--- src/include/audgen_defines.svh ---
// audio generator shared sizes
// slot counts, sample width, clock divider and synchronizer depth

`ifndef AUDGEN_DEFINES_SVH
`define AUDGEN_DEFINES_SVH

////////////////////////////////////////
// serial frame geometry

// bit-clock slots in one channel half
`define AUDGEN_SLOT_BITS 32

// data slots at the start of each half, the rest are dummy
`define AUDGEN_ACTIVE_BITS 16

// one sample word, spans both halves of a frame
`define AUDGEN_SAMPLE_BITS 32

////////////////////////////////////////
// clocking

// mclk to sclk divider width, divide by four
`define AUDGEN_SCLK_DIV_BITS 2

// flops per buzzer line before the mixer
`define AUDGEN_SYNC_STAGES 3

`endif

--- src/logic/audio_pkg.sv ---
// audio sample package
// sample word type, buzzer mix levels and the sample value for each level

`include "audgen_defines.svh"

package audio_pkg;

  // one mixed sample, unsigned
  typedef logic [`AUDGEN_SAMPLE_BITS-1:0] sample_t;

  // number of buzzers currently high
  typedef enum logic [1:0]
  {
    MIX_SILENT = 2'd0,
    MIX_SINGLE = 2'd1,
    MIX_DOUBLE = 2'd2
  } mix_level_e;

  // each buzzer adds ones in the low bits, top two bits stay clear
  localparam int MIX_ONE_BITS = `AUDGEN_SAMPLE_BITS - 2;

  localparam sample_t SAMPLE_SILENT = '0;
  localparam sample_t SAMPLE_SINGLE = {2'b00, {MIX_ONE_BITS{1'b1}}};
  // sum of two single contributions, no overflow into bit 31
  localparam sample_t SAMPLE_DOUBLE = SAMPLE_SINGLE + SAMPLE_SINGLE;

endpackage

--- src/logic/i2s_pkg.sv ---
// i2s frame package
// word-select encoding and slot counter type for the serial output

`include "audgen_defines.svh"

package i2s_pkg;

  // word-select level, a frame starts with the rise to CHAN_HIGH
  typedef enum logic
  {
    CHAN_LOW  = 1'b0,
    CHAN_HIGH = 1'b1
  } i2s_channel_e;

  // slot index inside one channel half
  typedef logic [$clog2(`AUDGEN_SLOT_BITS)-1:0] slot_t;

  // last slot of a half, lrck flips after it
  localparam slot_t SLOT_LAST = slot_t'(`AUDGEN_SLOT_BITS - 1);

  // first dummy slot, data only below this index
  localparam slot_t SLOT_ACTIVE_END = slot_t'(`AUDGEN_ACTIVE_BITS);

  // one step of the slot counter, wraps from the last slot to zero
  function automatic slot_t slot_next(input slot_t slot);
    slot_next = slot_t'(slot + 1'b1);
  endfunction

endpackage

--- src/logic/buzzer_mix.sv ---
// buzzer mixer
// brings both buzzer lines into the mclk domain and forms the
// registered sample word from the number of buzzers that are high

`timescale 1ns/100ps

`include "audgen_defines.svh"

module buzzer_mix
  import audio_pkg::*;
(
  input  logic    audgen_mclk,
  input  logic    arst_n,
  input  logic    buzzer1,
  input  logic    buzzer2,
  output sample_t sample
);

  logic [`AUDGEN_SYNC_STAGES-1:0] sync1;
  logic [`AUDGEN_SYNC_STAGES-1:0] sync2;
  logic                           buzzer1_s;
  logic                           buzzer2_s;
  mix_level_e                     level;
  sample_t                        sample_q;

  ////////////////////////////////////////
  // synchronizers

  // buzzer lines come from an unrelated domain
  always_ff @(posedge audgen_mclk or negedge arst_n)
  begin
    if (!arst_n)
    begin
      sync1 <= '0;
      sync2 <= '0;
    end
    else
    begin
      sync1 <= {sync1[`AUDGEN_SYNC_STAGES-2:0], buzzer1};
      sync2 <= {sync2[`AUDGEN_SYNC_STAGES-2:0], buzzer2};
    end
  end

  assign buzzer1_s = sync1[`AUDGEN_SYNC_STAGES-1];
  assign buzzer2_s = sync2[`AUDGEN_SYNC_STAGES-1];

  ////////////////////////////////////////
  // mix

  always_comb
  begin
    unique case ({buzzer1_s, buzzer2_s})
      2'b00:          level = MIX_SILENT;
      2'b01, 2'b10:   level = MIX_SINGLE;
      default:        level = MIX_DOUBLE;
    endcase
  end

  // one register stage after the synchronizer
  always_ff @(posedge audgen_mclk or negedge arst_n)
  begin
    if (!arst_n)
      sample_q <= SAMPLE_SILENT;
    else
    begin
      unique case (level)
        MIX_SILENT: sample_q <= SAMPLE_SILENT;
        MIX_SINGLE: sample_q <= SAMPLE_SINGLE;
        default:    sample_q <= SAMPLE_DOUBLE;
      endcase
    end
  end

  assign sample = sample_q;

endmodule

--- src/logic/i2s_serializer.sv ---
// i2s serializer
// divides mclk by four for the bit clock, counts slots per half,
// drives word-select and shifts the sample out MSB first

`timescale 1ns/100ps

`include "audgen_defines.svh"

module i2s_serializer
  import audio_pkg::*;
  import i2s_pkg::*;
(
  input  logic    audgen_mclk,
  input  logic    arst_n,
  input  sample_t sample,
  output logic    sclk,
  output logic    lrck,
  output logic    dac
);

  logic [`AUDGEN_SCLK_DIV_BITS-1:0] div_cnt;
  logic                             sclk_fall;
  slot_t                            slot_cnt;
  logic                             slot_wrap;
  logic                             active_slot;
  i2s_channel_e                     chan;
  logic                             frame_start;
  sample_t                          shifter;
  logic                             dac_q;

  ////////////////////////////////////////
  // bit clock

  // free-running, sclk is the divider MSB
  always_ff @(posedge audgen_mclk or negedge arst_n)
  begin
    if (!arst_n)
      div_cnt <= '0;
    else
      div_cnt <= div_cnt + 1'b1;
  end

  assign sclk = div_cnt[`AUDGEN_SCLK_DIV_BITS-1];

  // divider about to roll over, sclk drops on this edge
  assign sclk_fall = &div_cnt;

  ////////////////////////////////////////
  // slot counter and word select

  assign slot_wrap   = (slot_cnt == SLOT_LAST);
  assign active_slot = (slot_cnt < SLOT_ACTIVE_END);

  // low to high on lrck opens a new frame
  assign frame_start = slot_wrap && (chan == CHAN_LOW);

  always_ff @(posedge audgen_mclk or negedge arst_n)
  begin
    if (!arst_n)
    begin
      slot_cnt <= '0;
      chan     <= CHAN_LOW;
    end
    else if (sclk_fall)
    begin
      slot_cnt <= slot_next(slot_cnt);
      if (slot_wrap)
        chan <= (chan == CHAN_LOW) ? CHAN_HIGH : CHAN_LOW;
    end
  end

  ////////////////////////////////////////
  // data shifter

  // one word covers both halves, so no reload on the falling lrck
  always_ff @(posedge audgen_mclk or negedge arst_n)
  begin
    if (!arst_n)
      shifter <= '0;
    else if (sclk_fall)
    begin
      if (frame_start)
        shifter <= sample;
      else if (active_slot)
        shifter <= {shifter[`AUDGEN_SAMPLE_BITS-2:0], 1'b0};
    end
  end

  // data trails lrck by one slot, dummy slots send zero
  always_ff @(posedge audgen_mclk or negedge arst_n)
  begin
    if (!arst_n)
      dac_q <= 1'b0;
    else if (sclk_fall)
      dac_q <= active_slot ? shifter[`AUDGEN_SAMPLE_BITS-1] : 1'b0;
  end

  assign lrck = chan;
  assign dac  = dac_q;

endmodule

--- src/logic/audgen_top.sv ---
// audio generator top level
// buzzer mixer feeding the i2s serializer, all on mclk

`timescale 1ns/100ps

module audgen_top
  import audio_pkg::*;
(
  input  logic audgen_mclk,
  input  logic arst_n,
  input  logic buzzer1,
  input  logic buzzer2,
  output logic audio_sclk,
  output logic audio_lrck,
  output logic audio_dac
);

  // mixed word, picked up by the serializer at each frame start
  sample_t sample;

  ////////////////////////////////////////
  // mixer

  buzzer_mix i_buzzer_mix
  (
    .audgen_mclk (audgen_mclk),
    .arst_n      (arst_n),
    .buzzer1     (buzzer1),
    .buzzer2     (buzzer2),
    .sample      (sample)
  );

  ////////////////////////////////////////
  // serial output

  i2s_serializer i_i2s_serializer
  (
    .audgen_mclk (audgen_mclk),
    .arst_n      (arst_n),
    .sample      (sample),
    .sclk        (audio_sclk),
    .lrck        (audio_lrck),
    .dac         (audio_dac)
  );

endmodule

--- config.mk ---
export PLATFORM = sky130hd
export DESIGN_NAME = audgen_top
export DESIGN_NICKNAME = d
export VERILOG_FILES = /design/src/logic/audio_pkg.sv /design/src/logic/i2s_pkg.sv /design/src/logic/buzzer_mix.sv /design/src/logic/i2s_serializer.sv /design/src/logic/audgen_top.sv
export VERILOG_INCLUDE_DIRS = /design/src /design/src/include
export SDC_FILE = /design/constraint.sdc
export NUM_CORES = 1
export LEC_CHECK = 0
export BUFFER_PORTS_ARGS = -buffer_cell sky130_fd_sc_hd__buf_2
export CAP_MARGIN = 20
export CORE_MARGIN = 2
export CORE_UTILIZATION = 45
export DETAILED_ROUTE_END_ITERATION = 8
export PLACE_DENSITY = 0.7
export SETUP_SLACK_MARGIN = 0.15
export SLEW_MARGIN = 20
export SYNTH_ARGS = -nofsm -noshare
export SYNTH_HDL_FRONTEND = slang
export SYNTH_SLANG_ARGS = --single-unit
--- constraint.sdc ---
create_clock -name audgen_mclk -period 4.3 [get_ports audgen_mclk]
set_input_delay 0.215 -clock audgen_mclk [delete_from_list [all_inputs] [get_ports audgen_mclk]]
set_output_delay 0.215 -clock audgen_mclk [all_outputs]
set_load 0.005 [all_outputs]
## Word level (Yosys, flattened, before mapping)

Index checks and enable logic that the tools add are counted.
Widths: inputs -> output; s select.

| storage, ports and cells | value |
|---|---|
| flip-flop bits (word level) | 79 |
| input port bits | 4 |
| output and inout port bits | 3 |

| operators by class | value |
|---|---|
| $add $sub $neg | 2 |
| magnitude comparators | 1 |
| equality and inequality tests | 4 |
| mux-type cells | 6 |
| bitwise gates (word level) | 1 |
| reductions and logical operators | 8 |

Operator list:

| kind | number |
|---|---|
| $mux 32 | 2 |
| $pmux 31 s2 | 1 |
| $reduce_and 3->1 | 2 |
| $add 5x1->5 const B | 1 |
| $eq 5x5->1 const B | 1 |
| $lt 5x5->1 const B | 1 |
| $eq 2x1->1 const B | 2 |
| $logic_not 2->1 | 2 |
| $pmux 2 s2 | 1 |
| $add 2x1->2 const B | 1 |
| $eq 2x2->1 const B | 1 |
| $mux 1 | 2 |
| $reduce_and 2->1 | 1 |
| $reduce_bool 2->1 | 1 |
| $reduce_or 2->1 | 1 |
| $logic_and 1x1->1 | 1 |
| $not 1->1 | 1 |

## Depth between registers and ports, before layout

| logic depth | value |
|---|---|
| depth after elaboration | 5 |
| depth in mapped cells | 8 |
| gate-level depth less buffers | 6 |

## Hierarchy

Synthesis repeated with hierarchy kept, for this count alone.

| unflattened totals | value |
|---|---|
| cells, all modules | 178 |
| area total of the unflattened synthesis | 2702.6 µm² |

By module, submodules not included:

| module | times used | cells each | area each (µm²) | sequential area each (µm²) |
|---|---|---|---|---|
| i2s_serializer | 1 | 134 | 2219.6 | 1026.0 |
| buzzer_mix | 1 | 44 | 483.0 | 225.2 |

## Worst setup path after synthesis

Ideal clock, no wire load.

| timing path | value |
|---|---|
| path type | register to register |
| from | reg i_i2s_serializer.slot_cnt[0] |
| to | reg i_i2s_serializer.shifter[30] |
| setup time | 125 ps |
| arrival time | 1681 ps |
| required time | 4175 ps |
| setup slack | 2494 ps |
| stages on the path, launching flop included | 8 |
| buffers on the path | 1 |
| period minus slack after synthesis | 1806 ps |
| cell sequence | dfrtp_1 ha_1 and3_1 ha_1 nand2b_4 buf_6 mux2_1 mux2_4 |

| on the way | value |
|---|---|
| word-level cells in the longest chain between the ends | 4 |
| elaborated cells on any way between the ends | 6 |

Ends and longest elaborated chain:

| element | RTL line | RTL |
|---|---|---|
| start, declared | i2s_serializer.sv:23 | `slot_t slot_cnt;` |
| start signal, assigned | i2s_serializer.sv:66 | `slot_cnt <= slot_next(slot_cnt);` |
| parallel branches: the longest is 4 deep, another holds $lt 5x5->1 | n/a |  |
| end signal, assigned | i2s_serializer.sv:83 | `shifter <= sample;` |
| end signal, assigned | i2s_serializer.sv:85 | `` shifter <= {shifter[`AUDGEN_SAMPLE_BITS-2:0], 1'b0}; `` |
| end, declared | i2s_serializer.sv:28 | `sample_t shifter;` |

Several ways; the timed one is not identified.
A chain may end at the register's enable or synchronous reset.

## Worst setup path in the final report

Ends and elaborated chain as after synthesis.

==> results.txt <==
----------------------------------------------------
[Outcome]
  Status ... finished, final reports clean

[Synthesis]
  Number of synthesized flops with an enable pin ... 0
  Number of distinct library cell variants in the gate-level netlist after synthesis ... 26
  Share of synthesized flip-flops with an asynchronous set or reset ... 100%
  Share of Yosys cell area claimed by the top area cell type ... 57.4%
  Leading cell types by total area after synthesis ... sky130_fd_sc_hd__dfrtp_1 57%, sky130_fd_sc_hd__mux2i_1 13%, sky130_fd_sc_hd__a21oi_1 6.7%, sky130_fd_sc_hd__inv_1 6.0%, sky130_fd_sc_hd__ha_1 2.9%
  Syn Nets ... 193
  Number of warnings issued by yosys ... 0
  Biggest area consumer among synthesized cells ... sky130_fd_sc_hd__dfrtp_1
  Share of the yosys chip area belonging to registers ... 57.4%
  Top FF cell, synth ... sky130_fd_sc_hd__dfrtp_1
  Post-synthesis register bit count ... 50
  Cells after synthesis ... 184
  Cell Area, Synth ... 0.00218 mm^2
  Post-synthesis average cell area ... 11.9 um^2

[Power and ir drop]
  Clock power frac ... 39.9%
  NetSw ... 0.161 mW
  Sequential share of power ... 58.6%
  Largest vdd supply drop ... 0.300 mV
  Leakage power summed over all cells ... 0.992 nW
  Cell Int Power ... 0.651 mW
  Total power density per cell area ... 352 mW/mm^2
  Logic pwr share ... 1.5%
  Net switching fraction of the power ... 19.9%

[STA]
  Worst-margin pin slew ... 0.997 ns
  RSZ-0062 raised after global routing ... no
  Clock tree skew after final layout ... 0.00880 ns
  Post-route fraction of the period consumed by the critical path ... 60.9%
  Max Transition Viols Final ... 0
  Total of endpoints with negative setup slack in the final report ... 0
  Shortest clock period the worst path allows after layout ... 2.62 ns
  Slew margin rel. ... 33.6%
  Final Hold Vio Count ... 0
  Upper clock frequency limit ... 382 MHz
  Setup TNS ... 0 ns

[Floorplanning]
  Placeable core region ... 0.00469 mm^2
  Number of core rows ... 25
  Width of the die ... 73.6 um
  Height of the die ... 73.6 um
  Starting Density ... 46.5%
  I/O Pins ... 7
  Die Area ... 0.00542 mm^2

[Worst setup path]
  Kind of start point of the critical path ... register
  Crit path kind ... reg2reg
  Worst path required time ... 4.49 ns
  Cell repeated most along the worst path ... sky130_fd_sc_hd__ha_1
  Cells along the critical path ... ha_1 -> and3_1 -> ha_1 -> nand2b_4 -> a21oi_4 -> buf_4 -> mux2_4
  Number of buffers and inverters on the critical path ... 1
  Gate family responsible for the most delay along the worst path ... compound AO/OA/AOI/OAI gates
  Cell with the largest stage delay on the worst path ... sky130_fd_sc_hd__a21oi_4
  Worst EP arrival ... 2.81 ns
  Worst setup EP type ... register
  Top fanout value on the critical path ... 34
  Longest individual stage delay on the worst path ... 0.59 ns

[Run]
  Max-cap violations ... 0

[Clock network]
  CTS Buffer Depth ... 2
  TritonCTS clock tree ... done
  Gates resized, CTS repair ... 0
  Number of buffers added to fix hold violations after cts ... 0
  Clock buffer count from CTS ... 5
  Clock transition time at the flip-flop clock pins of the worst setup and hold paths ... 0.09 ns
  Buffer type at the clock tree root ... sky130_fd_sc_hd__clkbuf_8
  Number of clock sinks seen by CTS ... 50
  Total number of H-tree levels ... 2
  Insertion delay of the later-clocked pin in the worst-skew pair ... 0.29 ns
  Post-CTS setup buffers ... 0

[Finish]
  Commonest non-fill, non-tap cell in the layout ... sky130_fd_sc_hd__dfrtp_1
  Layout net count ... 197
  Area added between synthesis and finish ... 5.62%
  Number of non-filler instances in the completed layout ... 243
  Multi-input gate area in the final layout ... 693 um^2
  Seq. cell area ... 0.00125 mm^2
  Diode count ... 0
  Share of post-route cells with drive strength above 1 ... 8.99%
  Top library cells by usage in the layout, fill and taps aside ... 50 x sky130_fd_sc_hd__dfrtp_1, 35 x sky130_fd_sc_hd__inv_1, 29 x sky130_fd_sc_hd__a21oi_1, 29 x sky130_fd_sc_hd__mux2i_1
  Fill cell instance count of the final layout ... 423

[Routing]
  Sum of routed wire length over all layers ... 3030 um
  Number of search-and-repair iterations in the first detailed-routing pass ... 4
  Post-route DRC ... 0
  Antenna Violating Nets Remaining ... 0
  Post-detailed-route via-to-cell ratio ... 4.89
  Drt wl/cell ... 12.5 um
  First-iteration detailed-routing DRC count ... 73
  Via total after detailed routing ... 1,189

[Global routing]
  Grt ovf ... 0
  Number of antenna violations at the first check in global routing ... 0
  GRT Util Overall ... 13.3%
  Wire length of the first global-routing pass ... 5560 um
  Largest net degree at the start of global routing ... 51
  Via count of the first global-routing pass ... 1,273

[Place]
  GP Congestion ... 0.672
  Half-perimeter wire length of the detailed placement result ... 1820 um
  Port buffer count ... 6
  Placed Cells ... 234

[Hold path]
  HP Class ... in2reg

----------------------------------------------------
==> final timing paths <==
kind,start,to,slack (ns),depth (start not counted)
worst max-delay path,i_i2s_serializer.slot_cnt[0]$_DFFE_PN0P_,i_i2s_serializer.shifter[30]$_DFFE_PN0P_,1.68,7
min in group asynchronous,arst_n,i_i2s_serializer.shifter[23]$_DFFE_PN0P_,0.47,2
worst min register to register,i_buzzer_mix.sync1[1]$_DFF_PN0_,i_buzzer_mix.sync1[2]$_DFF_PN0_,0.36,0
worst min-delay path,buzzer2,i_buzzer_mix.sync2[0]$_DFF_PN0_,0.02,1
max in group asynchronous,arst_n,i_buzzer_mix.sync1[0]$_DFF_PN0_,3.41,2
worst max register to register,i_i2s_serializer.slot_cnt[0]$_DFFE_PN0P_,i_i2s_serializer.shifter[30]$_DFFE_PN0P_,1.68,7
==> cell usage after synthesis (2+ instances only) <==
master / n
sky130_fd_sc_hd__o21ai_1: 3
sky130_fd_sc_hd__nand3_1: 2
sky130_fd_sc_hd__mux2i_1: 29
sky130_fd_sc_hd__nand2_1: 4
sky130_fd_sc_hd__clkbuf_1: 3
sky130_fd_sc_hd__buf_2: 3
sky130_fd_sc_hd__inv_1: 35
sky130_fd_sc_hd__a21oi_1: 29
sky130_fd_sc_hd__dfrtp_1: 50
sky130_fd_sc_hd__buf_12: 3
sky130_fd_sc_hd__ha_1: 5
sky130_fd_sc_hd__mux2_1: 3
sky130_fd_sc_hd__xnor2_1: 2
==> cell families after synthesis <==
logic type,after synthesis,synth area share [%]
compound gates,35,8.78
xor+xnor,3,1.21
fa+ha+maj,5,2.87
buf+inv,46,10.8
flops,50,57.4
mux,33,15.5
simple gates,12,3.39
==> through the flow <==
step	instance area (um^2)	setup WS (ns)	hold slack (ns)	utilization (%)	total power, mW
4_1_cts	2290	1.65	0.0145	48.8	0.823
3_3_place_gp	2180	1.73	0.324	46.5	0.497
5_1_grt	2300	1.51	0.00447	49.1	0.847
3_5_place_dp	2180	1.68	0.325	46.5	0.498
2_1_floorplan	2180	2.49	-0.0806	-	0.486
6_report	2300	1.68	0.0221	49.1	0.812
==> power groups by stage <==
stage	combinational (mW)	clock [mW]	sequential, mW
5_1_grt	0.0153	0.356	0.476
4_1_cts	0.0124	0.334	0.476
6_report	0.0124	0.324	0.476
3_5_place_dp	0.0124	0	0.485
3_3_place_gp	0.0119	0	0.485
2_1_floorplan	0.00119	0	0.485
==> final cells by class <==
type	count	share of cell area [%]
flip-flops and latches	50	54.3
inverters	35	5.70
clock inverters	2	1.63
clock buffers	6	3.15
well taps	54	2.93
multi-input cells	88	30.1
repair buffers	8	2.17
==> flip-flops by register name, indices dropped and copies added (netlist names) <==
signal,cells
i_buzzer_mix.sync1,3
i_buzzer_mix.sample,3
i_buzzer_mix.sync2,3
i_i2s_serializer.shifter,32
i_i2s_serializer.div_cnt,2
i_i2s_serializer.dac,1
i_i2s_serializer.lrck,1
i_i2s_serializer.slot_cnt,5
==> layer usage <==
metal,vias up,track usage [%],wire [um]
met5,-,0,0
met2,9,21.4,1410
met3,2,3.29,82
met1,579,17.7,1520
met4,0,4.24,16
li1,599,-,-
Note: power is estimated with default switching activity, not from simulation.
